===== config.mk =====
export PLATFORM = sky130hd
export DESIGN_NAME = src_addr_gen
export DESIGN_NICKNAME = d
export VERILOG_FILES = /design/src/design/resize_pkg.sv /design/src/design/src_addr_gen.sv
export VERILOG_INCLUDE_DIRS = /design/src /design/src/design
export SDC_FILE = /design/constraint.sdc
export NUM_CORES = 1
export LEC_CHECK = 0
export BUFFER_PORTS_ARGS = -buffer_cell sky130_fd_sc_hd__clkbuf_2
export CORE_UTILIZATION = 30
export CTS_CLUSTER_SIZE = 14
export DETAILED_ROUTE_END_ITERATION = 8
export GPL_TIMING_DRIVEN = 0
export PLACE_DENSITY = 0.55
export SLEW_MARGIN = 20
export SYNTH_ARGS = -nofsm -noshare
export SYNTH_HDL_FRONTEND = slang
export SYNTH_SLANG_ARGS = --single-unit

===== constraint.sdc =====
create_clock -name clk -period 9.1 [get_ports clk]
set_clock_uncertainty 0.15 [all_clocks]
set_input_delay 1.82 -clock clk [delete_from_list [all_inputs] [get_ports clk]]
set_output_delay 1.82 -clock clk [all_outputs]
set_load 0.01 [all_outputs]

===== src/design/resize_config.svh =====
`ifndef RESIZE_CONFIG_SVH
`define RESIZE_CONFIG_SVH

// reduced frame, full-size pyramid stage is 640 x 480 -> 533 x 400
`define RESIZE_SRC_W 13
`define RESIZE_SRC_H 11
`define RESIZE_DST_W 10
`define RESIZE_DST_H 8

// source pixels per destination pixel, 12 fraction bits
`define RESIZE_SCALE_X 4918
`define RESIZE_SCALE_Y 4915
`define RESIZE_FRAC_BITS 12

// floor(DST_W * SCALE_X) >> FRAC_BITS must stay within SRC_W - 1, same for rows
`define RESIZE_ADDR_W 19

`endif

===== src/design/resize_pkg.sv =====
`default_nettype none

`include "resize_config.svh"

package resize_pkg;

  // 8-bit grey level
  typedef logic [7:0] pixel_t;

  // linear address into source or destination image
  typedef logic [`RESIZE_ADDR_W-1:0] addr_t;

  // one-based destination coordinate
  typedef logic [9:0] coord_t;

  // coordinate times scale, integer part above the fraction bits
  typedef logic [22:0] fix_coord_t;

  typedef logic [`RESIZE_FRAC_BITS-1:0] frac_t;

  // product of two complementary fractions
  typedef logic [23:0] weight_t;

  // weight times pixel and the sums of those
  typedef logic [31:0] acc_t;

endpackage

`default_nettype wire


===== src/design/src_addr_gen.sv =====
`timescale 1ns/1ns
`default_nettype none

`include "resize_config.svh"

module src_addr_gen (
  input  wire logic               clk,
  input  wire logic               rst_n,
  input  wire resize_pkg::coord_t x,
  input  wire resize_pkg::coord_t y,
  input  wire logic               phase,
  input  wire logic               valid,
  output resize_pkg::addr_t       rd_addr_a,
  output resize_pkg::addr_t       rd_addr_b,
  output resize_pkg::frac_t       fx,
  output resize_pkg::frac_t       fy,
  output logic                    rd_en,
  output logic                    rd_phase
);

  localparam int FB    = `RESIZE_FRAC_BITS;
  localparam int FIX_W = $bits(resize_pkg::fix_coord_t);
  localparam int INT_W = FIX_W - FB;

  localparam resize_pkg::fix_coord_t SCALE_X = resize_pkg::fix_coord_t'(`RESIZE_SCALE_X);
  localparam resize_pkg::fix_coord_t SCALE_Y = resize_pkg::fix_coord_t'(`RESIZE_SCALE_Y);
  localparam resize_pkg::addr_t      SRC_W   = resize_pkg::addr_t'(`RESIZE_SRC_W);

  resize_pkg::fix_coord_t sx_q;
  resize_pkg::fix_coord_t sy_q;
  logic                   valid_q;
  logic                   phase_q;

  logic [INT_W-1:0]  ix;
  logic [INT_W-1:0]  iy;
  logic [INT_W-1:0]  row;
  resize_pkg::addr_t row_base;

  // stage 1: scaled coordinates
  always_ff @(posedge clk)
  begin
    sx_q <= resize_pkg::fix_coord_t'(x) * SCALE_X;
    sy_q <= resize_pkg::fix_coord_t'(y) * SCALE_Y;
  end

  always_ff @(posedge clk or negedge rst_n)
  begin
    if (!rst_n)
    begin
      valid_q <= 1'b0;
      phase_q <= 1'b0;
    end
    else
    begin
      valid_q <= valid;
      phase_q <= phase;
    end
  end

  assign ix = sx_q[FIX_W-1:FB];
  assign iy = sy_q[FIX_W-1:FB];

  // upper row in phase 0, lower row in phase 1
  assign row      = phase_q ? iy : iy - 1'b1;
  assign row_base = resize_pkg::addr_t'(row) * SRC_W;

  // stage 2: left and right columns of the 2x2 window
  always_ff @(posedge clk)
  begin
    rd_addr_a <= row_base + resize_pkg::addr_t'(ix) - 1'b1;
    rd_addr_b <= row_base + resize_pkg::addr_t'(ix);
    fx        <= sx_q[FB-1:0];
    fy        <= sy_q[FB-1:0];
  end

  always_ff @(posedge clk or negedge rst_n)
  begin
    if (!rst_n)
    begin
      rd_en    <= 1'b0;
      rd_phase <= 1'b0;
    end
    else
    begin
      rd_en    <= valid_q;
      rd_phase <= phase_q;
    end
  end

endmodule

`default_nettype wire


After elaboration in Yosys (flattened, before gate mapping)
Cells that the tools add are included.
- add/subtract/negate cells: 3
- $mul: 3
- divide/modulo/power cells: 0
- order comparisons: 0
- equality and inequality tests: 0
- shift-type cells: 0
- mux-type cells: 1
- bitwise gates (word level): 0
- reduce and logical (&&, ||, !) cells: 0
- operators by type and width (cell ; number):
    multiplier 10 x 13 -> 23 bit, second input constant ; 1
    multiplier 10 x 12 -> 22 bit, second input constant ; 1
    subtractor 16 x 1 -> 17 bit, second input constant ; 1
    adder 15 x 11 -> 16 bit ; 1
    multiplier 11 x 4 -> 15 bit, second input constant ; 1
    2-to-1 mux 11 bit ; 1
    subtractor 11 x 1 -> 11 bit, second input constant ; 1
- bits in registers: 107
- latch bits: 0
- RAM bits: 0
- memory bits (read-only): 0
- word-level logic and storage cells: 17
- memories kept: 0

Longest topological paths before layout
Gate-level depths: netlist of the first run.
- word-level depth: 5
- mapped depth: 21
- mapped depth without buffers: 19

Worst setup path before layout of the first run
OpenSTA, ideal clock, no wires.
- path type: input port to flip-flop
- from: in y[8]
- to: reg sy_q[19]
- data arrival time: 5.996 ns
- data required time: 8.878 ns
- setup slack: 2.882 ns
- stages on the path: 17
- cell sequence: inv_1 ha_1 inv_1 fa_1 inv_1 fa_1 inv_1 fa_1 fa_1 ha_1 and3_1 o221a_2 a211oi_1 a211oi_1 or3_1 a21oi_1 xnor2_1
- longest elaborated chain between the ends: 1
- ends and longest elaborated chain (item ; line ; RTL):
    start: declaration ; src_addr_gen.sv:10 ; input wire resize_pkg::coord_t y,
    multiplier 10 x 13 -> 23 bit ; src_addr_gen.sv:43 ; sy_q <= resize_pkg::fix_coord_t'(y) * SCALE_Y;
    end signal: assignment ; src_addr_gen.sv:43 ;
    end: declaration ; src_addr_gen.sv:30 ; resize_pkg::fix_coord_t sy_q;
No other way between the ends.

Final worst setup path of the first run
Same ends and word-level chain as after synthesis.

==> results of run 1 <==
[cells by family after synthesis]
| family | Yosys count |
|---|---|
| other cells | 1 |
| flops | 105 |
| xor+xnor | 69 |
| buf+inv | 151 |
| simple gates | 127 |
| compound gates | 128 |
| fa+ha+maj | 242 |
[area by class of cell]
| type | count | area share [%] |
|---|---|---|
| Inverter | 140 | 5.49 |
| Buffer | 11 | 0.784 |
| Clock inverter | 7 | 0.889 |
| Sequential cell | 105 | 22.2 |
| Tap cell | 372 | 4.86 |
| Timing Repair Buffer | 83 | 4.34 |
| Clock buffer | 9 | 2.35 |
| Multi-Input combinational cell | 570 | 59.1 |
[registers in the layout, indices dropped and copies added (netlist names), 11 cells and up]
register / flops
fx: 11
fy: 12
rd_addr_a: 17
rd_addr_b: 16
sx_q: 22
sy_q: 23
[worst paths after layout]
path / from / endpoint / cells past startpoint
setup / recovery: y[8] / sy_q[19] / 18
hold / removal: sx_q[3] / fx[3] / 0
setup reg to reg: phase_q / rd_addr_a[15] / 20
hold reg to reg: sx_q[3] / fx[3] / 0
max in group asynchronous: rst_n / rd_phase / 1
min in group asynchronous: rst_n / valid_q / 1
[routing by layer]
metal | vias up | routed length (um) | global-route usage (%)
met5 | - | 0 | 0
met4 | 0 | 240 | 3.41
met3 | 14 | 573 | 2.64
met2 | 99 | 6420 | 17.9
met1 | 2529 | 7770 | 15.4
li1 | 2962 | - | -
[synthesized netlist by cell type, drive strengths merged, types with 3 or more instances]
master	instances	area share, %
a211o	3	0.31
a211oi	5	0.45
a21o	16	1.5
a21oi	39	2.5
a221oi	4	0.42
a31oi	7	0.52
and2	3	0.22
and3	3	0.24
buf	8	0.76
clkbuf	3	0.13
dfrtp	4	1.2
dfxtp	101	24
fa	62	15
ha	180	27
inv	140	6.3
nand2	23	1.0
nand2b	6	0.45
nand3	9	0.54
nand4	4	0.30
nor2	28	1.3
nor2b	7	0.52
nor3	12	0.72
nor4	8	0.78
o211a	3	0.36
o211ai	7	0.63
o21a	9	0.81
o21ai	17	1.0
o21bai	3	0.27
or2	9	0.67
or3	6	0.45
xnor2	48	5.0
xor2	21	2.2
[through the flow]
| stage | hold WS [ns] | cells | cell area [um^2] | setup slack, ns | util, % |
|---|---|---|---|---|---|
| floorplan | 0.160 | 826 | 8380 | 2.88 | - |
| global placement | 0.161 | 1281 | 9260 | 2.33 | 34.1 |
| detailed placement | 0.162 | 1281 | 9260 | 2.34 | 34.1 |
| CTS | 0.177 | 1297 | 9570 | 2.71 | 35.2 |
| global route | 0.184 | 1297 | 9570 | 2.47 | 35.2 |
| finish | 0.177 | 1297 | 9570 | 2.75 | 35.2 |
[placed cells by master, fill, tap and decap left out, drive strengths merged, types with 16 or more instances in the layout]
cell,count
xor2,21
inv,143
o21ai,17
a21oi,39
dfxtp,101
nor2,28
a21o,16
fa,62
clkbuf,95
xnor2,48
ha,180
nand2,23
==> results.cfg, run 1 <==
[status]
status = complete, no violations

[route]
post-route-drc-count = 0
firstDrtPassIters = 4
wl_per_cell_um = 11.6
num_vias = 5604
routed_via_density = 4.32
wirelength_um = 15000
ant_nets = 0
initialDrtViolationCount = 170

[floorplanning]
die-width_um = 169
boundaryPins = 88
dieArea_um2 = 28600
start_util_pct = 30.8
core_um2 = 27200
rows = 60
dieHeight_um = 169

[timing]
slew_violations = 0
finalSetupViolations = 0
rsz0062_at_grt = false
fin_crit_ns = 6.35
period_share_pct = 69.8
timing.setup.tns_ns = 0
worst_pin_slew_ns = 0.690
fmax_mhz = 157
slew-limit-headroom_pct = 53.6
finalHoldViolations = 0

[cells_and_area]
multi_input_area_um2 = 5660
drive_gt1_share_pct = 13.7
area_growth_pct = 14.4
fin_nets = 1186
seqCellArea_um2 = 2120
insertedDiodeCount = 0
n_fill_cell = 2806

[grt]
grt_pass1_vias = 5586
grt_pass1_wl_um = 26000
grt.overflow.total = 0
grt_usage_pct = 11.3
grt_max_degree = 22
antenna_found_initial = 0

[hold_path]
worstHoldPathType = reg -> reg

[logic_synthesis]
synthDistinctLibCells = 54
yosys.area_share.simple_pct = 8.10
synth-xor-area-share_pct = 7.22
ys_ff_latch = 105
synth_top_family_by_area = adder cells
syn_area_um2 = 8370
ys_warn_count = 0
synthFlopType = dfxtp_1
synth_async_sr_flop_share_pct = 3.81
synthCells = 823
synthAdderAreaFrac_pct = 41.7
synth-edff-count = 0
syn_avg_cell_area_um2 = 10.2
ys_seq_area_share_pct = 25.4
synthMuxAreaShare_pct = 0
synth_compound_area_share_pct = 10.4

[worst_setup_path]
worstSetupPathType = in -> reg
crit_fanout = 5
cp.arrival_ns = 6.49
critPathLaunchType = input port
timing.critical_path.max_delay_family = adder cells
crit_chain = clkbuf_2 -> inv_1 -> ha_1 -> inv_1 -> fa_1 -> inv_1 -> fa_1 -> inv_1 -> fa_1 -> fa_1 -> ha_1 -> and3_1 -> o221a_2 -> a211oi_1 -> a211oi_1 -> or3_1 -> a21oi_1 -> xnor2_1
cp_num_buf_inv = 5
max_stage_delay_ns = 0.62
crit_path_top_delay_cell = fa_1
r2r_slack_ns = 3.47
cp.required_ns = 9.24
endpoint_kind = register

[clock_tree]
cts_hold_buf = 0
post-cts-setup-buffers = 0
clk_pin_slew_ns = 0.08
cts-root-buf = clkbuf_16
ctsResizeCount = 0
clk_latency_ns = 0.36
cts_tree = built
htree_levels = 3
clock-sinks = 105
cts_buffer_depth = 2
cts_buffers = 9

[placed_design]
gp_congestion = 0.810
io_buffers = 83
dp_hpwl_um = 12900

[run]
max_cap_violations = 0
Power of run 1 is not shown: default switching activity piles up to over one toggle a cycle in this logic, so the estimate is an artifact.
==> run 2: changes to the inputs <==
- PLACE_DENSITY: 0.55 -> 0.57
- clock period: 9.1 -> 5.75 ns (I/O delays scaled with it)
==> results.cfg, run 2 (synthesis gave the netlist of run 1 again) <==
[status]
status = complete, no violations

[clock_tree]
clk_pin_slew_ns = 0.10
cts_buffer_depth = 2
clock-sinks = 105
cts_tree = built
htree_levels = 3
cts-root-buf = clkbuf_16
cts_hold_buf = 0
clk_latency_ns = 0.37
cts_buffers = 9

[cells_and_area]
area_growth_pct = 15.1
final_cell_mix = ha_1, inv_1, dfxtp_1
fin_nets = 1188
drive_gt1_share_pct = 14.8
insertedDiodeCount = 0
top_regs = sy_q (23), sx_q (22), rd_addr_a (17)
n_fill_cell = 2801
largest_reg_flops = 23
max_flop_register = sy_q
final_common_cell = ha_1

[timing]
rsz0062_at_grt = false
slew-limit-headroom_pct = 54.9
period_share_pct = 95.7
fin_crit_ns = 5.50
worst_pin_slew_ns = 0.670
finalSetupViolations = 0
timing.hold.ws_ns = 0.175
slew_violations = 0
finalHoldViolations = 0
fmax_mhz = 182

[grt]
grt-busiest-layer = met2
met3_usage_pct = 2.76
grt_use_met2_pct = 18.5
grt.overflow.total = 0
grt_pass1_wl_um = 26000
antenna_found_initial = 0
grt_usage_pct = 11.3
met1_usage_pct = 14.9
grt_pass1_vias = 5553
grt_max_degree = 23

[worst_setup_path]
critPathCapture = sx_q[20]
endpoint_kind = register
max_stage_delay_ns = 0.55
rr_endpoint = rd_addr_a[14]
cp.depth = 18
worstSetupPathType = in -> reg
cp_num_buf_inv = 5
r2r-start = phase_q
crit_chain = clkbuf_2 -> inv_1 -> ha_1 -> inv_1 -> fa_1 -> inv_1 -> fa_1 -> inv_1 -> fa_1 -> ha_1 -> ha_1 -> a21o_1 -> a21o_1 -> a221oi_2 -> nand4_1 -> a41o_1 -> a21oi_1 -> xnor2_1
crit_path_top_delay_cell = fa_1
cp.required_ns = 5.91
r2r_slack_ns = 0.33
crit_path_start = x[8]
critPathLaunchType = input port
crit_fanout = 5
timing.critical_path.max_delay_family = adder cells
cpMostUsedCell = inv_1
r2r_cells = 20
cp.arrival_ns = 5.66

[route]
initialDrtViolationCount = 143
firstDrtPassIters = 4
routed_via_density = 4.33
wl_per_cell_um = 11.8
wirelength_um = 15300
num_vias = 5628
post-route-drc-count = 0
ant_nets = 0

[hold_path]
worstHoldPathType = reg -> reg

[floorplanning]
core_um2 = 27200
rows = 60
dieHeight_um = 169
boundaryPins = 88
dieArea_um2 = 28600
start_util_pct = 30.8
die-width_um = 169

[placed_design]
dp_hpwl_um = 13000
gp_congestion = 0.791
io_buffers = 83

[run]
max_cap_violations = 0
run 2: changes by cell type in the layout (fill, tap and decap cells not counted), moves of 2 or more:
cell,delta
a21oi_1,-2
a21oi_2,+2
buf_4,+2
inv_8,+2
nor3_1,-2
nor3_2,+2
run 2: routing by layer:
metal	wire, um	share of wire [%]	vias to the layer above
li1	-	-	2967
met1	7740	51	2561
met2	6730	44	91
met3	654	4.3	9
met4	155	1.0	0
met5	0	0	-
run 2: repair_timing:
| action | CTS | global route |
|---|---|---|
| resized for setup | 0 | 10 |
| setup buffers | 0 | 2 |
| setup endpoints to repair | 0 | 9 |
| endpoints found under the hold margin | 0 | 0 |
run 2: final cells by class:
class / instances / area, um^2 / share of cell area, %
repair buffers: 85 / 430 / 4.47
plain buffers: 11 / 75.1 / 0.779
multi-input cells: 570 / 5710 / 59.2
well taps: 372 / 465 / 4.83
inverters: 140 / 526 / 5.45
clock inverters: 7 / 83.8 / 0.870
flip-flops and latches: 105 / 2120 / 22.0
clock buffers: 9 / 225 / 2.34
run 2: through the flow:
stage / worst slack (ns) / setup TNS, ns / cells / utilization [%] / area (um^2)
final: 0.248 / 0 / 1299 / 35.5 / 9640
after global routing: 0.0409 / 0 / 1299 / 35.5 / 9640
after CTS: 0.00119 / 0 / 1297 / 35.2 / 9570
after detailed placement: -0.394 / -1.63 / 1281 / 34.1 / 9260
after global placement: -0.348 / -1.42 / 1281 / 34.1 / 9260
after floorplan: 0.202 / 0 / 826 / - / 8380
run 2: worst min path at each step:
stage | depth (start not counted) | to | startpoint
floorplan | 0 | fx[10] | sx_q[10]
global placement | 0 | fx[1] | sx_q[1]
detailed placement | 0 | fy[4] | sy_q[4]
CTS | 0 | fy[8] | sy_q[8]
global route | 0 | fx[8] | sx_q[8]
finish | 0 | fy[8] | sy_q[8]
Power of run 2 is left out for the same reason.
==> run 3: changes to the inputs <==
- ABC_AREA: default -> 0
- CORE_UTILIZATION: 30 -> 55
- PLACE_DENSITY: 0.57 -> 0.87
==> results.cfg, run 3 (synthesis gave the netlist of run 1 again) <==
[worst_setup_path]
critPathLaunchType = input port
endpoint_kind = register
cp.depth = 18
crit_path_start = y[8]
max_stage_delay_ns = 0.61
timing.critical_path.max_delay_family = adder cells
cp.required_ns = 5.89
crit_chain = clkbuf_2 -> inv_1 -> ha_1 -> inv_1 -> fa_1 -> inv_1 -> fa_1 -> inv_1 -> fa_1 -> fa_1 -> ha_1 -> and3_1 -> o221a_2 -> a211oi_4 -> a211oi_1 -> or3_1 -> a21oi_1 -> xnor2_1
r2r_cells = 20
worstSetupPathType = in -> reg
crit_path_top_delay_cell = fa_1
cp_num_buf_inv = 5
r2r-start = phase_q
r2r_slack_ns = 0.28
cp.arrival_ns = 5.72
crit_fanout = 5
critPathCapture = sy_q[19]
rr_endpoint = rd_addr_a[15]

[placed_design]
io_buffers = 83
gp_congestion = 0.880
dp_hpwl_um = 12900
place_area_um2 = 9030

[floorplanning]
start_util_pct = 56.9
rows = 44
dieHeight_um = 125
die-width_um = 125
boundaryPins = 88
core_um2 = 14700
dieArea_um2 = 15700

[timing]
timing.setup.tns_ns = 0
timing.hold.ws_ns = 0.179
fin_crit_ns = 5.58
worst_pin_slew_ns = 0.762
slew-limit-headroom_pct = 48.7
fmax_mhz = 179
finalSetupViolations = 0
rsz0062_at_grt = true
period_share_pct = 97.1
finalHoldViolations = 0
slew_violations = 0

[route]
firstDrtPassIters = 7
post-route-drc-count = 9
routed_via_density = 5.26
wirelength_um = 15400
wl_per_cell_um = 13.9
initialDrtViolationCount = 258
ant_nets = 0
num_vias = 5846

[clock_tree]
htree_levels = 3
cts_buffers = 9
cts_hold_buf = 0
cts_tree = built
clk_latency_ns = 0.36
clock-sinks = 105
clk_pin_slew_ns = 0.08
cts_buffer_depth = 2
cts-root-buf = clkbuf_16

[cells_and_area]
insertedDiodeCount = 0
largest_reg_flops = 23
drive_gt1_share_pct = 14.7
n_fill_cell = 1117
max_flop_register = sy_q
stdcell_area_um2 = 9400
area_growth_pct = 12.3
utilization_pct = 63.9
final_common_cell = ha_1
top_regs = sy_q (23), sx_q (22), rd_addr_a (17)
final_cell_mix = ha_1, inv_1, dfxtp_1
fin_nets = 1188

[grt]
grt_pass1_vias = 5991
grt.overflow.total = 0
grt_pass1_wl_um = 25600
antenna_found_initial = 0
grt_usage_pct = 20.1
grt_max_degree = 20

[hold_path]
worstHoldPathType = reg -> reg

[status]
violations = DRC
status = finished, violations left

[run]
max_cap_violations = 0
==> run 3: cell count changes in the layout (fill, tap and decap cells not counted), moves of 2 or more <==
cell and change:
inv_8 -2, a21oi_1 +2, a21oi_2 -2, clkinv_4 +2
==> run 3: cell type report <==
cell class              count  area (um^2)  area share, %
plain buffers              11         75.1          0.799
clock buffers              10          250           2.66
clock inverters             6         58.8          0.626
inverters                 140          526           5.59
multi-input cells         570         5700           60.7
flip-flops and latches    105         2120           22.6
well taps                 184          230           2.45
repair buffers             85          430           4.58
==> run 3: worst min-delay path by stage <==
stage	slack, ns	to	depth (start not counted)	startpoint
2_1_floorplan	0.16	fx[10]	0	sx_q[10]
3_3_place_gp	0.16	fx[4]	0	sx_q[4]
3_5_place_dp	0.16	fx[7]	0	sx_q[7]
4_1_cts	0.18	fy[8]	0	sy_q[8]
5_1_grt	0.19	fx[9]	0	sx_q[9]
6_report	0.18	fx[8]	0	sx_q[8]
==> run 3: metrics by stage <==
stage | cells | setup WS (ns)
after floorplan | 826 | 0.202
after global placement | 1093 | -0.247
after detailed placement | 1093 | -0.305
after CTS | 1110 | 0.0118
after global routing | 1111 | -0.0370
final | 1111 | 0.168
==> run 3: timing repair <==
| action | CTS | global route |
|---|---|---|
| resized for setup | 0 | 10 |
| endpoints found under the setup margin | 2 | 8 |
| pin swaps | 1 | 1 |
| gates cloned | 0 | 0 |
| buffers inserted | 1 | 1 |
==> run 3: per-layer routing <==
metal	up-vias	share of wire, %	wire length [um]	global-route usage [%]
met5	-	0	0	0
met4	0	2.1	324	8.32
met3	31	4.6	707	5.35
met2	124	50	7670	36.5
met1	2737	44	6710	22.2
li1	2954	-	-	-
Power of run 3 is left out for the same reason.
