$ cat src/design/resize_config.svh
`ifndef RESIZE_CONFIG_SVH
`define RESIZE_CONFIG_SVH

// reduced frame, full-size pyramid stage is 640 x 480 -> 533 x 400
`define RESIZE_SRC_W 13
`define RESIZE_SRC_H 11
`define RESIZE_DST_W 10
`define RESIZE_DST_H 8

// source pixels per destination pixel, 12 fraction bits
`define RESIZE_SCALE_X 4918
`define RESIZE_SCALE_Y 4915
`define RESIZE_FRAC_BITS 12

// floor(DST_W * SCALE_X) >> FRAC_BITS must stay within SRC_W - 1, same for rows
`define RESIZE_ADDR_W 19

`endif
$ cat src/design/resize_pkg.sv
`default_nettype none

`include "resize_config.svh"

package resize_pkg;

  // 8-bit grey level
  typedef logic [7:0] pixel_t;

  // linear address into source or destination image
  typedef logic [`RESIZE_ADDR_W-1:0] addr_t;

  // one-based destination coordinate
  typedef logic [9:0] coord_t;

  // coordinate times scale, integer part above the fraction bits
  typedef logic [22:0] fix_coord_t;

  typedef logic [`RESIZE_FRAC_BITS-1:0] frac_t;

  // product of two complementary fractions
  typedef logic [23:0] weight_t;

  // weight times pixel and the sums of those
  typedef logic [31:0] acc_t;

endpackage

`default_nettype wire

$ cat src/design/coord_scan.sv
`timescale 1ns/1ns
`default_nettype none

`include "resize_config.svh"

module coord_scan (
  input  wire logic         clk,
  input  wire logic         rst_n,
  input  wire logic         start,
  output resize_pkg::coord_t x,
  output resize_pkg::coord_t y,
  output logic              phase,
  output logic              active,
  output logic              last
);

  localparam resize_pkg::coord_t LAST_X = resize_pkg::coord_t'(`RESIZE_DST_W);
  localparam resize_pkg::coord_t LAST_Y = resize_pkg::coord_t'(`RESIZE_DST_H);

  logic end_of_row;
  logic end_of_frame;

  assign end_of_row   = (x == LAST_X);
  assign end_of_frame = end_of_row && (y == LAST_Y);

  // phase 1 of the bottom-right pixel
  assign last = active && phase && end_of_frame;

  always_ff @(posedge clk or negedge rst_n)
  begin
    if (!rst_n)
    begin
      x      <= '0;
      y      <= '0;
      phase  <= 1'b0;
      active <= 1'b0;
    end
    else if (start)
    begin
      // restart from the top-left corner, also mid-frame
      x      <= resize_pkg::coord_t'(1);
      y      <= resize_pkg::coord_t'(1);
      phase  <= 1'b0;
      active <= 1'b1;
    end
    else if (active)
    begin
      phase <= ~phase;
      // advance only once both source rows are read
      if (phase)
      begin
        if (!end_of_row)
        begin
          x <= x + 1'b1;
        end
        else if (!end_of_frame)
        begin
          x <= resize_pkg::coord_t'(1);
          y <= y + 1'b1;
        end
        else
        begin
          active <= 1'b0;
        end
      end
    end
  end

endmodule

`default_nettype wire

$ cat config.mk
export PLATFORM = sky130hd
export DESIGN_NAME = coord_scan
export DESIGN_NICKNAME = d
export VERILOG_FILES = /design/src/design/resize_pkg.sv /design/src/design/coord_scan.sv
export VERILOG_INCLUDE_DIRS = /design/src /design/src/design
export SDC_FILE = /design/constraint.sdc
export NUM_CORES = 1
export LEC_CHECK = 0
export ABC_CLOCK_PERIOD_IN_PS = 2550
export BUFFER_PORTS_ARGS = -buffer_cell sky130_fd_sc_hd__buf_2
export CAP_MARGIN = 40
export CORE_ASPECT_RATIO = 0.9
export CORE_UTILIZATION = 40
export DETAILED_ROUTE_END_ITERATION = 12
export SLEW_MARGIN = 20
export SYNTH_ARGS = -nofsm -noshare
export SYNTH_HDL_FRONTEND = slang
export SYNTH_SLANG_ARGS = --single-unit
$ cat constraint.sdc
create_clock -name clk -period 2.55 [get_ports clk]
set_input_delay 0.1275 -clock clk [delete_from_list [all_inputs] [get_ports clk]]
set_output_delay 0.1275 -clock clk [all_outputs]
set_load 0.02 [all_outputs]
## Yosys cells after proc, flatten, opt, wreduce, memory -nomap -nowiden

Index checks and enable logic that the tools add are counted.

| storage, ports and cells | value |
|---|---|
| logic and storage cells | 36 |
| register bits after elaboration | 22 |
| bits of input ports | 3 |
| output and inout bits | 23 |

| cells by class | value |
|---|---|
| $add $sub $neg | 2 |
| reductions and logical operators | 8 |
| mux-type cells | 17 |
| bitwise gates (word level) | 1 |
| equality and inequality tests | 4 |

Operators by type and width:

| kind | number |
|---|---|
| $mux 10 | 10 |
| $add 10x1->10 const B | 2 |
| $eq 10x4->1 const B | 2 |
| $mux 1 | 7 |
| $reduce_bool 2->1 | 3 |
| $reduce_and 4->1 | 1 |
| $logic_and 1x1->1 | 3 |
| $ne 3x3->1 const B | 1 |
| $reduce_and 3->1 | 1 |
| $ne 2x2->1 const B | 1 |
| $not 1->1 | 1 |

## Depth between registers and ports, before layout

Gate-level depths: netlist of run 1.

| logic depth | value |
|---|---|
| depth in word-level cells | 7 |
| gate-level depth with buffers | 7 |
| gate-level depth less buffers | 6 |

## Worst setup path after synthesis of run 1

No wires, ideal clock.

| timing | value |
|---|---|
| kind | register -> register |
| from | register y[0] |
| to | register x[1] |
| cell stages (with the launch flop) | 8 |
| arrival time | 1.932 ns |
| path buffers | 1 |
| setup time | 0.125 ns |
| period minus slack after synthesis | 2.057 ns |
| slack | 0.493 ns |
| cells stage by stage | dfrtp_1 -> inv_1 -> ha_1 -> nor2b_1 -> and4_1 -> clkbuf_1 -> a21oi_1 -> mux2_2 |

| between the ends | value |
|---|---|
| cells in the longest elaborated chain, start to end | 4 |

Ends and longest elaborated chain:

| what | RTL line | RTL |
|---|---|---|
| start: declaration | coord_scan.sv:11 | `output resize_pkg::coord_t y,` |
| start signal: assignment | coord_scan.sv:42 | `y <= resize_pkg::coord_t'(1);` |
| start signal: assignment | coord_scan.sv:59 | `y <= y + 1'b1;` |
| $eq 10x4->1 | coord_scan.sv:24 | `assign end_of_frame = end_of_row && (y == LAST_Y);` |
| $logic_and 1x1->1 | coord_scan.sv:24 |  |
| $ne 3x3->1 (no line) | n/a |  |
| $reduce_and 3->1 (no line) | n/a |  |
| end signal: assignment | coord_scan.sv:41 | `x <= resize_pkg::coord_t'(1);` |
| end signal: assignment | coord_scan.sv:54 | `x <= x + 1'b1;` |
| end signal: assignment | coord_scan.sv:58 | `x <= resize_pkg::coord_t'(1);` |
| end: declaration | coord_scan.sv:10 | `output resize_pkg::coord_t x,` |

Every way passes these cells.
A chain may end at the register's enable or synchronous reset.

## Final worst setup path of run 1

| timing | value |
|---|---|
| from | register x[0] |
| to | register y[9] |

| between the ends | value |
|---|---|
| cells in the longest elaborated chain, start to end | 4 |
| elaborated cells on any way between the ends | 5 |
| those cells by class | eq/ne: 2; reduce/logical: 3 |

Ends and longest elaborated chain:

| what | RTL line | RTL |
|---|---|---|
| $eq 10x4->1 * | coord_scan.sv:23 | `assign end_of_row = (x == LAST_X);` |
| $logic_and 1x1->1 | coord_scan.sv:24 |  |
| $ne 2x2->1 (no line) | n/a |  |
| $reduce_and 4->1 (no line) * | n/a |  |

Mark *: on every way between the ends. The rest lies on a longest branch, timed or not.

==> results of run 1 <==
-- layer usage --
metal / part of all wire, % / global-route usage [%] / vias up
met5: 0 / 0 / -
met4: 0.87 / 4.98 / 0
met3: 3.8 / 4.88 / 4
met2: 43 / 24.9 / 21
met1: 53 / 30.5 / 559
li1: - / - / 596
-- worst max-delay path, stage by stage, from the launching register on --
cell and delay, ns:
dfrtp_1 0.43, inv_1 0.08, ha_1 0.18, nor4b_4 0.28, nand4_2 0.31, nor4_1 0.40
mux2_2 0.38
-- cell usage after synthesis, drive strengths merged --
master | n | area [sq um]
buf | 1 | 11.3
ha | 4 | 50.1
a221o | 1 | 10.0
clkbuf | 3 | 11.3
a21oi | 10 | 50.1
a21o | 3 | 22.5
a41oi | 1 | 8.76
nand3b | 2 | 15.0
nand4 | 3 | 25.0
nor2 | 7 | 26.3
nand3 | 15 | 75.1
mux2i | 1 | 10.0
xnor2 | 2 | 17.5
nand4bb | 1 | 11.3
inv | 7 | 26.3
nor2b | 5 | 31.3
o211a | 1 | 10.0
and3 | 5 | 31.3
nor4 | 4 | 25.0
o21ai | 1 | 5.00
mux2 | 3 | 33.8
and4 | 2 | 17.5
or4 | 6 | 45.0
and2 | 1 | 6.26
a31oi | 3 | 18.8
nand2 | 6 | 22.5
nor3 | 6 | 30.0
or2 | 2 | 12.5
or3 | 3 | 18.8
dfrtp | 22 | 551
nand2b | 1 | 6.26
nor4b | 1 | 23.8
o211ai | 3 | 22.5
o31ai | 6 | 45.0
a211o | 1 | 8.76
-- area by class of cell --
| class | instances | share of cell area (%) |
|---|---|---|
| Multi-Input combinational cell | 110 | 47.5 |
| Timing Repair Buffer | 27 | 9.21 |
| Inverter | 7 | 1.70 |
| Sequential cell | 22 | 35.5 |
| Tap cell | 42 | 3.39 |
| Clock buffer | 3 | 2.67 |
-- per-stage QoR --
| step | power (mW) | hold slack (ns) | utilization [%] | setup WS, ns |
|---|---|---|---|---|
| 2_1_floorplan | 0.453 | -0.168 | - | 0.493 |
| 3_3_place_gp | 0.491 | 0.126 | 48.1 | 0.533 |
| 3_5_place_dp | 0.492 | 0.127 | 48.1 | 0.406 |
| 4_1_cts | 0.705 | 0.287 | 49.7 | 0.386 |
| 5_1_grt | 0.734 | 0.314 | 49.7 | 0.184 |
| 6_report | 0.697 | 0.288 | 49.7 | 0.372 |
-- placed cells by master (no fill, tap or decap), types with 2 or more instances in the layout --
cell type	n
buf_2	25
dfrtp_1	22
nand3_1	15
a21oi_1	10
inv_1	7
nor2_1	7
nor3_1	6
nand2_1	6
o31ai_1	6
or4_1	6
nor2b_1	5
and3_1	5
nor4_1	4
ha_1	4
or3_1	3
a21o_1	3
a31oi_1	3
o211ai_1	3
mux2_2	3
clkbuf_8	3
or2_2	2
and4_1	2
nand3b_1	2
xnor2_1	2
nand4_1	2
-- cell families after synthesis --
| kind of cell | Yosys count | synth area share, % |
|---|---|---|
| simple gates | 70 | 31.7 |
| compound gates | 30 | 15.1 |
| flops | 22 | 41.2 |
| buf+inv | 11 | 3.66 |
| mux | 4 | 3.28 |
| fa+ha+maj | 4 | 3.75 |
| xor+xnor | 2 | 1.31 |
-- worst max path at each step --
stage               startpoint   end  slack [ns]
finish                    x[0]  y[9]        0.37
global route              x[0]  y[9]        0.18
CTS                       x[0]  y[9]        0.39
detailed placement        x[0]  y[9]        0.41
global placement          x[0]  y[9]        0.53
floorplan                 y[0]  x[1]        0.49
-- state kept, by name, summed over array words and instances (netlist names) --
name	count
phase	1
y	10
active	1
x	10
-- where the power goes --
part / total (mW) / internal (mW) / switching (mW) / leakage [nW]
sequential: 0.380 / 0.361 / 0.0192 / 0.290
clock: 0.211 / 0.105 / 0.106 / 0.0216
combinational: 0.106 / 0.0379 / 0.0679 / 0.389
-- repair_timing --
item	CTS	global route
setup buffers	0	0
hold buffers	1	0
hold endpoints to repair	22	0
==> results.json, run 1 <==
{
  "status": "complete, no violations",
  "holdPathEnd": "x[7]",
  "worstReg2RegEnd": "y[9]",
  "post-dp-hpwl_um": 2270,
  "seqCellArea_sq_um": 551,
  "global_routing_usage_summed_across_all_routing_layers_pct": 19.2,
  "totalWireLength_um": 3100,
  "path_clk_slew_ns": 0.07,
  "syn_area_per_cell_sq_um": 9.34,
  "placed_cells_incl_taps": 207,
  "timing_worst_setup_path_type": "register to register",
  "crit-reg2reg-launch": "x[0]",
  "max-vdd-ir-drop_mv": 0.295,
  "ys_ff_latch": 22,
  "cts_resized": 0,
  "critPathCaptureType": "register",
  "post-route-min-period_ns": 2.18,
  "max-cap-violations": 0,
  "hold_path.class": "input pin to register",
  "cts_max_level": 1,
  "worst_hold_startpoint": "start",
  "setup.reg_to_reg.worst_slack_ns": 0.37,
  "num_antenna_cells": 0,
  "worst_slew_pin_slew_ns": 0.609,
  "pin_count": 26,
  "drt_pass1_iterations": 4,
  "fmaxAchievable_mhz": 459,
  "syn-cell-area_sq_um": 1340,
  "timing.slew.headroom_pct": 59.2,
  "post_drt_wl_per_cell_um": 14.7,
  "slew_violations": 0,
  "timing.final.crit_share_pct": 85.4,
  "fp.dieArea_sq_um": 3570,
  "hold_crit_depth": 2,
  "setup_viol": 0,
  "globalRoute.totalOverflow": 0,
  "floorplan.core_area_sq_um": 3110,
  "seq_area_frac_synth_pct": 41.2,
  "syn_nets": 150,
  "synthesis.yosys.warnings": 0,
  "finalHoldViolCount": 0,
  "area_growth_pct": 16.0,
  "numClockSinks": 22,
  "fp.dieH_um": 56.8,
  "static-leakage-power_nw": 0.700,
  "port-buffer-count": 25,
  "cp-start-kind": "register",
  "filler_cell_count": 301,
  "initial_antenna_violation_count": 0,
  "critPathArrivalTime_ns": 2.32,
  "power-per-cell-area_nw_per_um2": 450,
  "clock_path_buffers": 2,
  "grt_pass1_vias": 1038,
  "setup_tns_ns": 0,
  "multi_input_comb_area_sq_um": 736,
  "gp_congestion": 0.846,
  "route.antenna.remaining_nets": 0,
  "drive_above_1_share_pct": 21.3,
  "dr_total_vias": 1180,
  "timing.critical_path.required_ns": 2.70,
  "die_width_um": 62.9,
  "final.setup_skew_ns": 0.00198,
  "final_nets": 178,
  "tritoncts": "built",
  "detailedRoute.firstIterationViolations": 45,
  "placementRows": 19,
  "stdcell_area_sq_um": 1550,
  "postSynthCellCount": 143,
  "tritoncts.num_buffers": 3,
  "initial_cell_density_of_the_core_pct": 42.9,
  "final_cell_count_without_fillers": 211,
  "grt_pass1_wl_um": 5340,
  "remaining_drc_errors": 0,
  "detail_route.vias_per_cell": 5.59,
  "clock_root_buffer": "clkbuf_8",
  "r2r_cells": 6,
  "placed_cell_area_sq_um": 1500,
  "grt_setup_unrepaired": "false",
  "synth_cell_types": 36,
  "path_max_fanout": 13,
  "grt_start_max_net_pins": 24,
  "clock_latency_ns": 0.26
}
(Power assumes the default switching activity.)
==> inputs of run 2 (changes only) <==
SETUP_SLACK_MARGIN = 0.4   (was not set)
==> run 2 against run 1 <==
  * Clock-buffer cell count unchanged
  * Highest routed layer unchanged
  * Sequential share of layout area down 0.98 points
  * Combinational power grew 5%
  * Sequential power hardly changed
  * Largest cell class unchanged
  * Cell count rose by 1.4%
  * Non-clock buffer count is 3 higher
  * Die area stayed put
  * Wire length is 1.3% higher
  * Power up 0.67%
  * Utilization up 1.4 points
  * Clock skew about the same
  * Via count is 2.2% higher
==> results.json, run 2 (synthesis results as in run 1) <==
{
  "critPathCaptureType": "register",
  "gp_congestion": 0.846,
  "critPathArrivalTime_ns": 2.16,
  "clock_root_buffer": "clkbuf_8",
  "numClockSinks": 22,
  "grt_setup_unrepaired": "false",
  "crit_path_max_incr_delay_ns": 0.43,
  "clock_latency_ns": 0.26,
  "tritoncts.num_buffers": 3,
  "post-dp-hpwl_um": 2270,
  "layout_common_cells": "buf_2 (25), dfrtp_1 (22), nand3_1 (15)",
  "grt_start_max_net_pins": 24,
  "fmaxAchievable_mhz": 498,
  "post-route-min-period_ns": 2.01,
  "static-leakage-power_nw": 0.723,
  "hold-worst-slack_ns": 0.288,
  "route.antenna.remaining_nets": 0,
  "path_max_fanout": 12,
  "pin_count": 26,
  "setup_viol": 0,
  "final_nets": 181,
  "die_width_um": 62.9,
  "hold_crit_depth": 2,
  "grt_pass1_wl_um": 5350,
  "worst_hold_startpoint": "start",
  "hold_path.class": "input pin to register",
  "timing.slew.headroom_pct": 61.0,
  "port-buffer-count": 25,
  "max-vdd-ir-drop_mv": 0.295,
  "fp.dieArea_sq_um": 3570,
  "timing.critical_path.slowest_stage_cell": "dfrtp_1",
  "status": "complete, no violations",
  "globalRoute.totalOverflow": 0,
  "drt_pass1_iterations": 4,
  "area_growth_pct": 19.3,
  "global_routing_usage_summed_across_all_routing_layers_pct": 19.3,
  "fp.dieH_um": 56.8,
  "layout.cells.most_common": "buf_2",
  "cp-start-kind": "register",
  "num_antenna_cells": 0,
  "startpoint": "x[0]",
  "cts_max_level": 1,
  "setup_tns_ns": 0,
  "worstReg2RegEnd": "y[9]",
  "crit_path_cell_trace": "inv_1, ha_1, nor4b_4, nand4_4, nor4_2, mux2_2",
  "max-cap-violations": 0,
  "timing_worst_setup_path_type": "register to register",
  "clock_path_buffers": 2,
  "initial_cell_density_of_the_core_pct": 42.9,
  "final.setup_skew_ns": 0.00166,
  "largest_registers": "x: 10 flops, y: 10 flops",
  "dr_total_vias": 1206,
  "initial_antenna_violation_count": 0,
  "floorplan.core_area_sq_um": 3110,
  "crit-reg2reg-launch": "x[0]",
  "power-per-cell-area_nw_per_um2": 440,
  "placed_cells_incl_taps": 207,
  "drive_above_1_share_pct": 24.4,
  "path_clk_slew_ns": 0.07,
  "remaining_drc_errors": 0,
  "slew_violations": 0,
  "placementRows": 19,
  "r2r_cells": 6,
  "grt_pass1_vias": 1040,
  "timing.critical_path.required_ns": 2.70,
  "finalHoldViolCount": 0,
  "timing.final.crit_share_pct": 78.8,
  "worst_slew_pin_slew_ns": 0.583,
  "holdPathEnd": "x[7]",
  "setup.reg_to_reg.worst_slack_ns": 0.54,
  "post_drt_wl_per_cell_um": 14.7,
  "detail_route.vias_per_cell": 5.64,
  "tritoncts": "built",
  "final_cell_count_without_fillers": 214,
  "detailedRoute.firstIterationViolations": 51,
  "totalWireLength_um": 3140
}
run 2: cell types whose count changed in the layout (fill, tap and decap cells not counted):
cell	delta
nor3_1	-1
nor3_2	+1
buf_4	+3
and4_1	-1
nor4_2	+1
nand4_4	+1
nor4_1	-1
nand4_2	-1
and4_2	+1
run 2: area by class of cell:
class / instances / area [sq um]
Fill cell: 294 / 1520
Multi-Input combinational cell: 110 / 757
Sequential cell: 22 / 551
Timing Repair Buffer: 30 / 165
Tap cell: 42 / 52.6
Clock buffer: 3 / 41.3
Inverter: 7 / 26.3
run 2: routing by layer:
layer,part of all wire [%],vias up,track usage [%]
li1,-,610,-
met1,52,574,30.7
met2,43,20,24.9
met3,3.8,2,4.88
met4,0.70,0,4.98
met5,0,-,0
run 2: through the flow:
step	area [sq um]	power [mW]	setup WS (ns)	utilization (%)
after CTS	1560	0.708	0.447	50.0
after global placement	1500	0.491	0.533	48.1
final	1590	0.702	0.540	51.1
after detailed placement	1500	0.492	0.406	48.1
after global routing	1590	0.740	0.400	51.1
after floorplan	1340	0.453	0.493	-
run 2: worst max path at each step:
| stage | end | slack, ns | cells after the start |
|---|---|---|---|
| 2_1_floorplan | x[1] | 0.49 | 7 |
| 3_3_place_gp | y[9] | 0.53 | 6 |
| 3_5_place_dp | y[9] | 0.41 | 6 |
| 4_1_cts | y[9] | 0.45 | 6 |
| 5_1_grt | y[3] | 0.40 | 6 |
| 6_report | y[9] | 0.54 | 6 |
run 2: worst max-delay path, delay by kind of cell (launching register included):
family                   cells  cell delay (ns)
AND/OR/NAND/NOR              3             0.84
adder cells (fa/ha/maj)      1             0.18
buffers and inverters        1             0.08
multiplexers                 1             0.37
flip-flops                   1             0.43
run 2: where the power goes:
group	total, mW	internal [mW]	switching [mW]
logic	0.111	0.0398	0.0713
registers	0.380	0.361	0.0194
clock network	0.210	0.105	0.105
total	0.702	0.506	0.196
run 2: timing repair:
| action | in CTS | in global routing |
|---|---|---|
| endpoints found under the setup margin | 1 | 3 |
| hold endpoints to repair | 22 | 0 |
| hold buffers | 1 | 0 |
| gates resized for setup | 1 | 3 |
| setup buffers | 0 | 3 |
| pin swaps | 0 | 1 |
==> inputs of run 3 (changes only) <==
ABC_CLOCK_PERIOD_IN_PS = 2000   (was 2550)
clock period = 2 ns   (was 2.55 ns; I/O delays follow)
==> run 3 against run 2 <==
  * Clock power grew 100%
  * Sequential share of layout area shrank 5.2 points
  * Utilization grew 10 points
  * Clock skew grew 0.0016 ns
  * Fmax grew 5.6%
  * First-iteration DRC count grew 55%
==> results.json, run 3 (synthesis results as in run 1) <==
{
  "status": "complete, no violations",
  "placed_cell_area_sq_um": 1590,
  "grt_pass1_vias": 1297,
  "placed_cells_incl_taps": 213,
  "final_cell_count_without_fillers": 232,
  "layout_common_cells": "buf_2 (25), buf_4 (18), nand3_1 (15), dfrtp_1 (15)",
  "largest_registers": "x: 10 flops, y: 10 flops",
  "slew_violations": 0,
  "max-vdd-ir-drop_mv": 0.554,
  "timing.critical_path.slowest_stage_cell": "or4_4",
  "final.setup_skew_ns": 0.00328,
  "crit_path_max_incr_delay_ns": 0.52,
  "hold-worst-slack_ns": 0.252,
  "area_growth_pct": 42.5,
  "grt_pass1_wl_um": 6390,
  "port-buffer-count": 25,
  "worst_path_bufs_invs": 2,
  "post-route-min-period_ns": 1.90,
  "path_max_fanout": 6,
  "stdcell_area_sq_um": 1900,
  "final_nets": 198,
  "clock_path_buffers": 2,
  "layout.cells.most_common": "buf_2",
  "timing.critical_path.required_ns": 2.21,
  "remaining_drc_errors": 0,
  "clock_latency_ns": 0.27,
  "clock_root_buffer": "clkbuf_8",
  "gp_congestion": 0.866,
  "floorplan.core_area_sq_um": 3110,
  "hold_path.class": "input pin to register",
  "globalRoute.totalOverflow": 0,
  "worst_slack_ns": 0.0964,
  "timing.final.crit_share_pct": 95.2,
  "num_antenna_cells": 0,
  "detail_route.vias_per_cell": 5.94,
  "multi_input_comb_area_sq_um": 901,
  "setup_tns_ns": 0,
  "setup_viol": 0,
  "initial_antenna_violation_count": 0,
  "drive_above_1_share_pct": 45.8,
  "max-cap-violations": 0,
  "cp-start-kind": "register",
  "fp.dieH_um": 56.8,
  "fp.dieArea_sq_um": 3570,
  "critPathCaptureType": "register",
  "fmaxAchievable_mhz": 525,
  "tritoncts.num_buffers": 3,
  "tritoncts": "built",
  "cts_max_level": 1,
  "path_clk_slew_ns": 0.08,
  "timing_worst_setup_path_type": "register to register",
  "global_routing_usage_summed_across_all_routing_layers_pct": 23.5,
  "grt_start_max_net_pins": 24,
  "pin_count": 26,
  "setup.reg_to_reg.worst_slack_ns": 0.1,
  "die_width_um": 62.9,
  "post-dp-hpwl_um": 2470,
  "critPathArrivalTime_ns": 2.11,
  "drt_pass1_iterations": 4,
  "detailedRoute.firstIterationViolations": 79,
  "worst_slew_pin_slew_ns": 0.519,
  "dr_total_vias": 1377,
  "static-leakage-power_nw": 0.830,
  "initial_cell_density_of_the_core_pct": 42.9,
  "path_delay_family": "simple AND/OR/NAND/NOR gates",
  "totalWireLength_um": 3870,
  "timing.slew.headroom_pct": 65.4,
  "grt_setup_unrepaired": "true",
  "route.antenna.remaining_nets": 0,
  "filler_cell_count": 259,
  "crit_path_cell_trace": "inv_2, ha_4, nor4b_4, buf_4, nand4_4, or4_4, a21oi_2",
  "pre_cts_ws_ns": 0.0773,
  "power-per-cell-area_nw_per_um2": 588,
  "final_util_pct": 61.1,
  "numClockSinks": 22,
  "finalPower_mw": 1.12,
  "seqCellArea_sq_um": 559,
  "finalHoldViolCount": 0,
  "post_drt_wl_per_cell_um": 16.7,
  "placementRows": 19
}
run 3: cell types whose count changed in the layout (fill, tap and decap cells not counted), sizes merged:
cell / before / now
nand4: 3 / 4
buf: 29 / 45
bufinv: 0 / 1
run 3: layout make-up:
cell class / instances / area share, %
flip-flops and latches: 22 / 29.4
multi-input cells: 111 / 47.3
repair buffers: 46 / 15.4
inverters: 7 / 1.38
clock inverters: 1 / 1.58
well taps: 42 / 2.76
clock buffers: 3 / 2.17
run 3: report_power, final:
group / internal [mW] / switching, mW / leakage [nW]
clock: 0.268 / 0.160 / 0.0357
combinational: 0.0736 / 0.128 / 0.514
sequential: 0.462 / 0.0262 / 0.281
total: 0.804 / 0.315 / 0.830
run 3: metal layers:
metal / vias up / wire length (um) / global-route usage [%]
li1: 641 / - / -
met1: 681 / 1860 / 34.3
met2: 47 / 1720 / 32.3
met3: 8 / 213 / 4.88
met4: 0 / 80 / 11.6
met5: - / 0 / 0
run 3: repair_timing:
item / 4_1_cts / 5_1_grt
pin swaps: 1 / 8
hold buffers: 1 / 0
endpoints found under the hold margin: 22 / 0
gates resized for setup: 12 / 14
buffers inserted: 4 / 9
cloned: 1 / 0
endpoints found under the setup margin: 21 / 20
run 3: worst register-to-register path, stage by stage (launching register included):
cell and delay, ns:
dfrtp_2 0.43, inv_2 0.07, ha_4 0.13, nor4b_4 0.23, buf_4 0.21, nand4_4 0.15
or4_4 0.52, a21oi_2 0.12
run 3: final timing paths:
kind / start / endpoint / cells after the start
worst max-delay path: x[0] / y[5] / 7
worst min-delay path: start / y[5] / 2
worst max register to register: x[0] / y[5] / 7
worst min register to register: y[3] / y[3] / 2
max in group asynchronous: rst_n / y[1] / 2
min in group asynchronous: rst_n / x[3] / 2
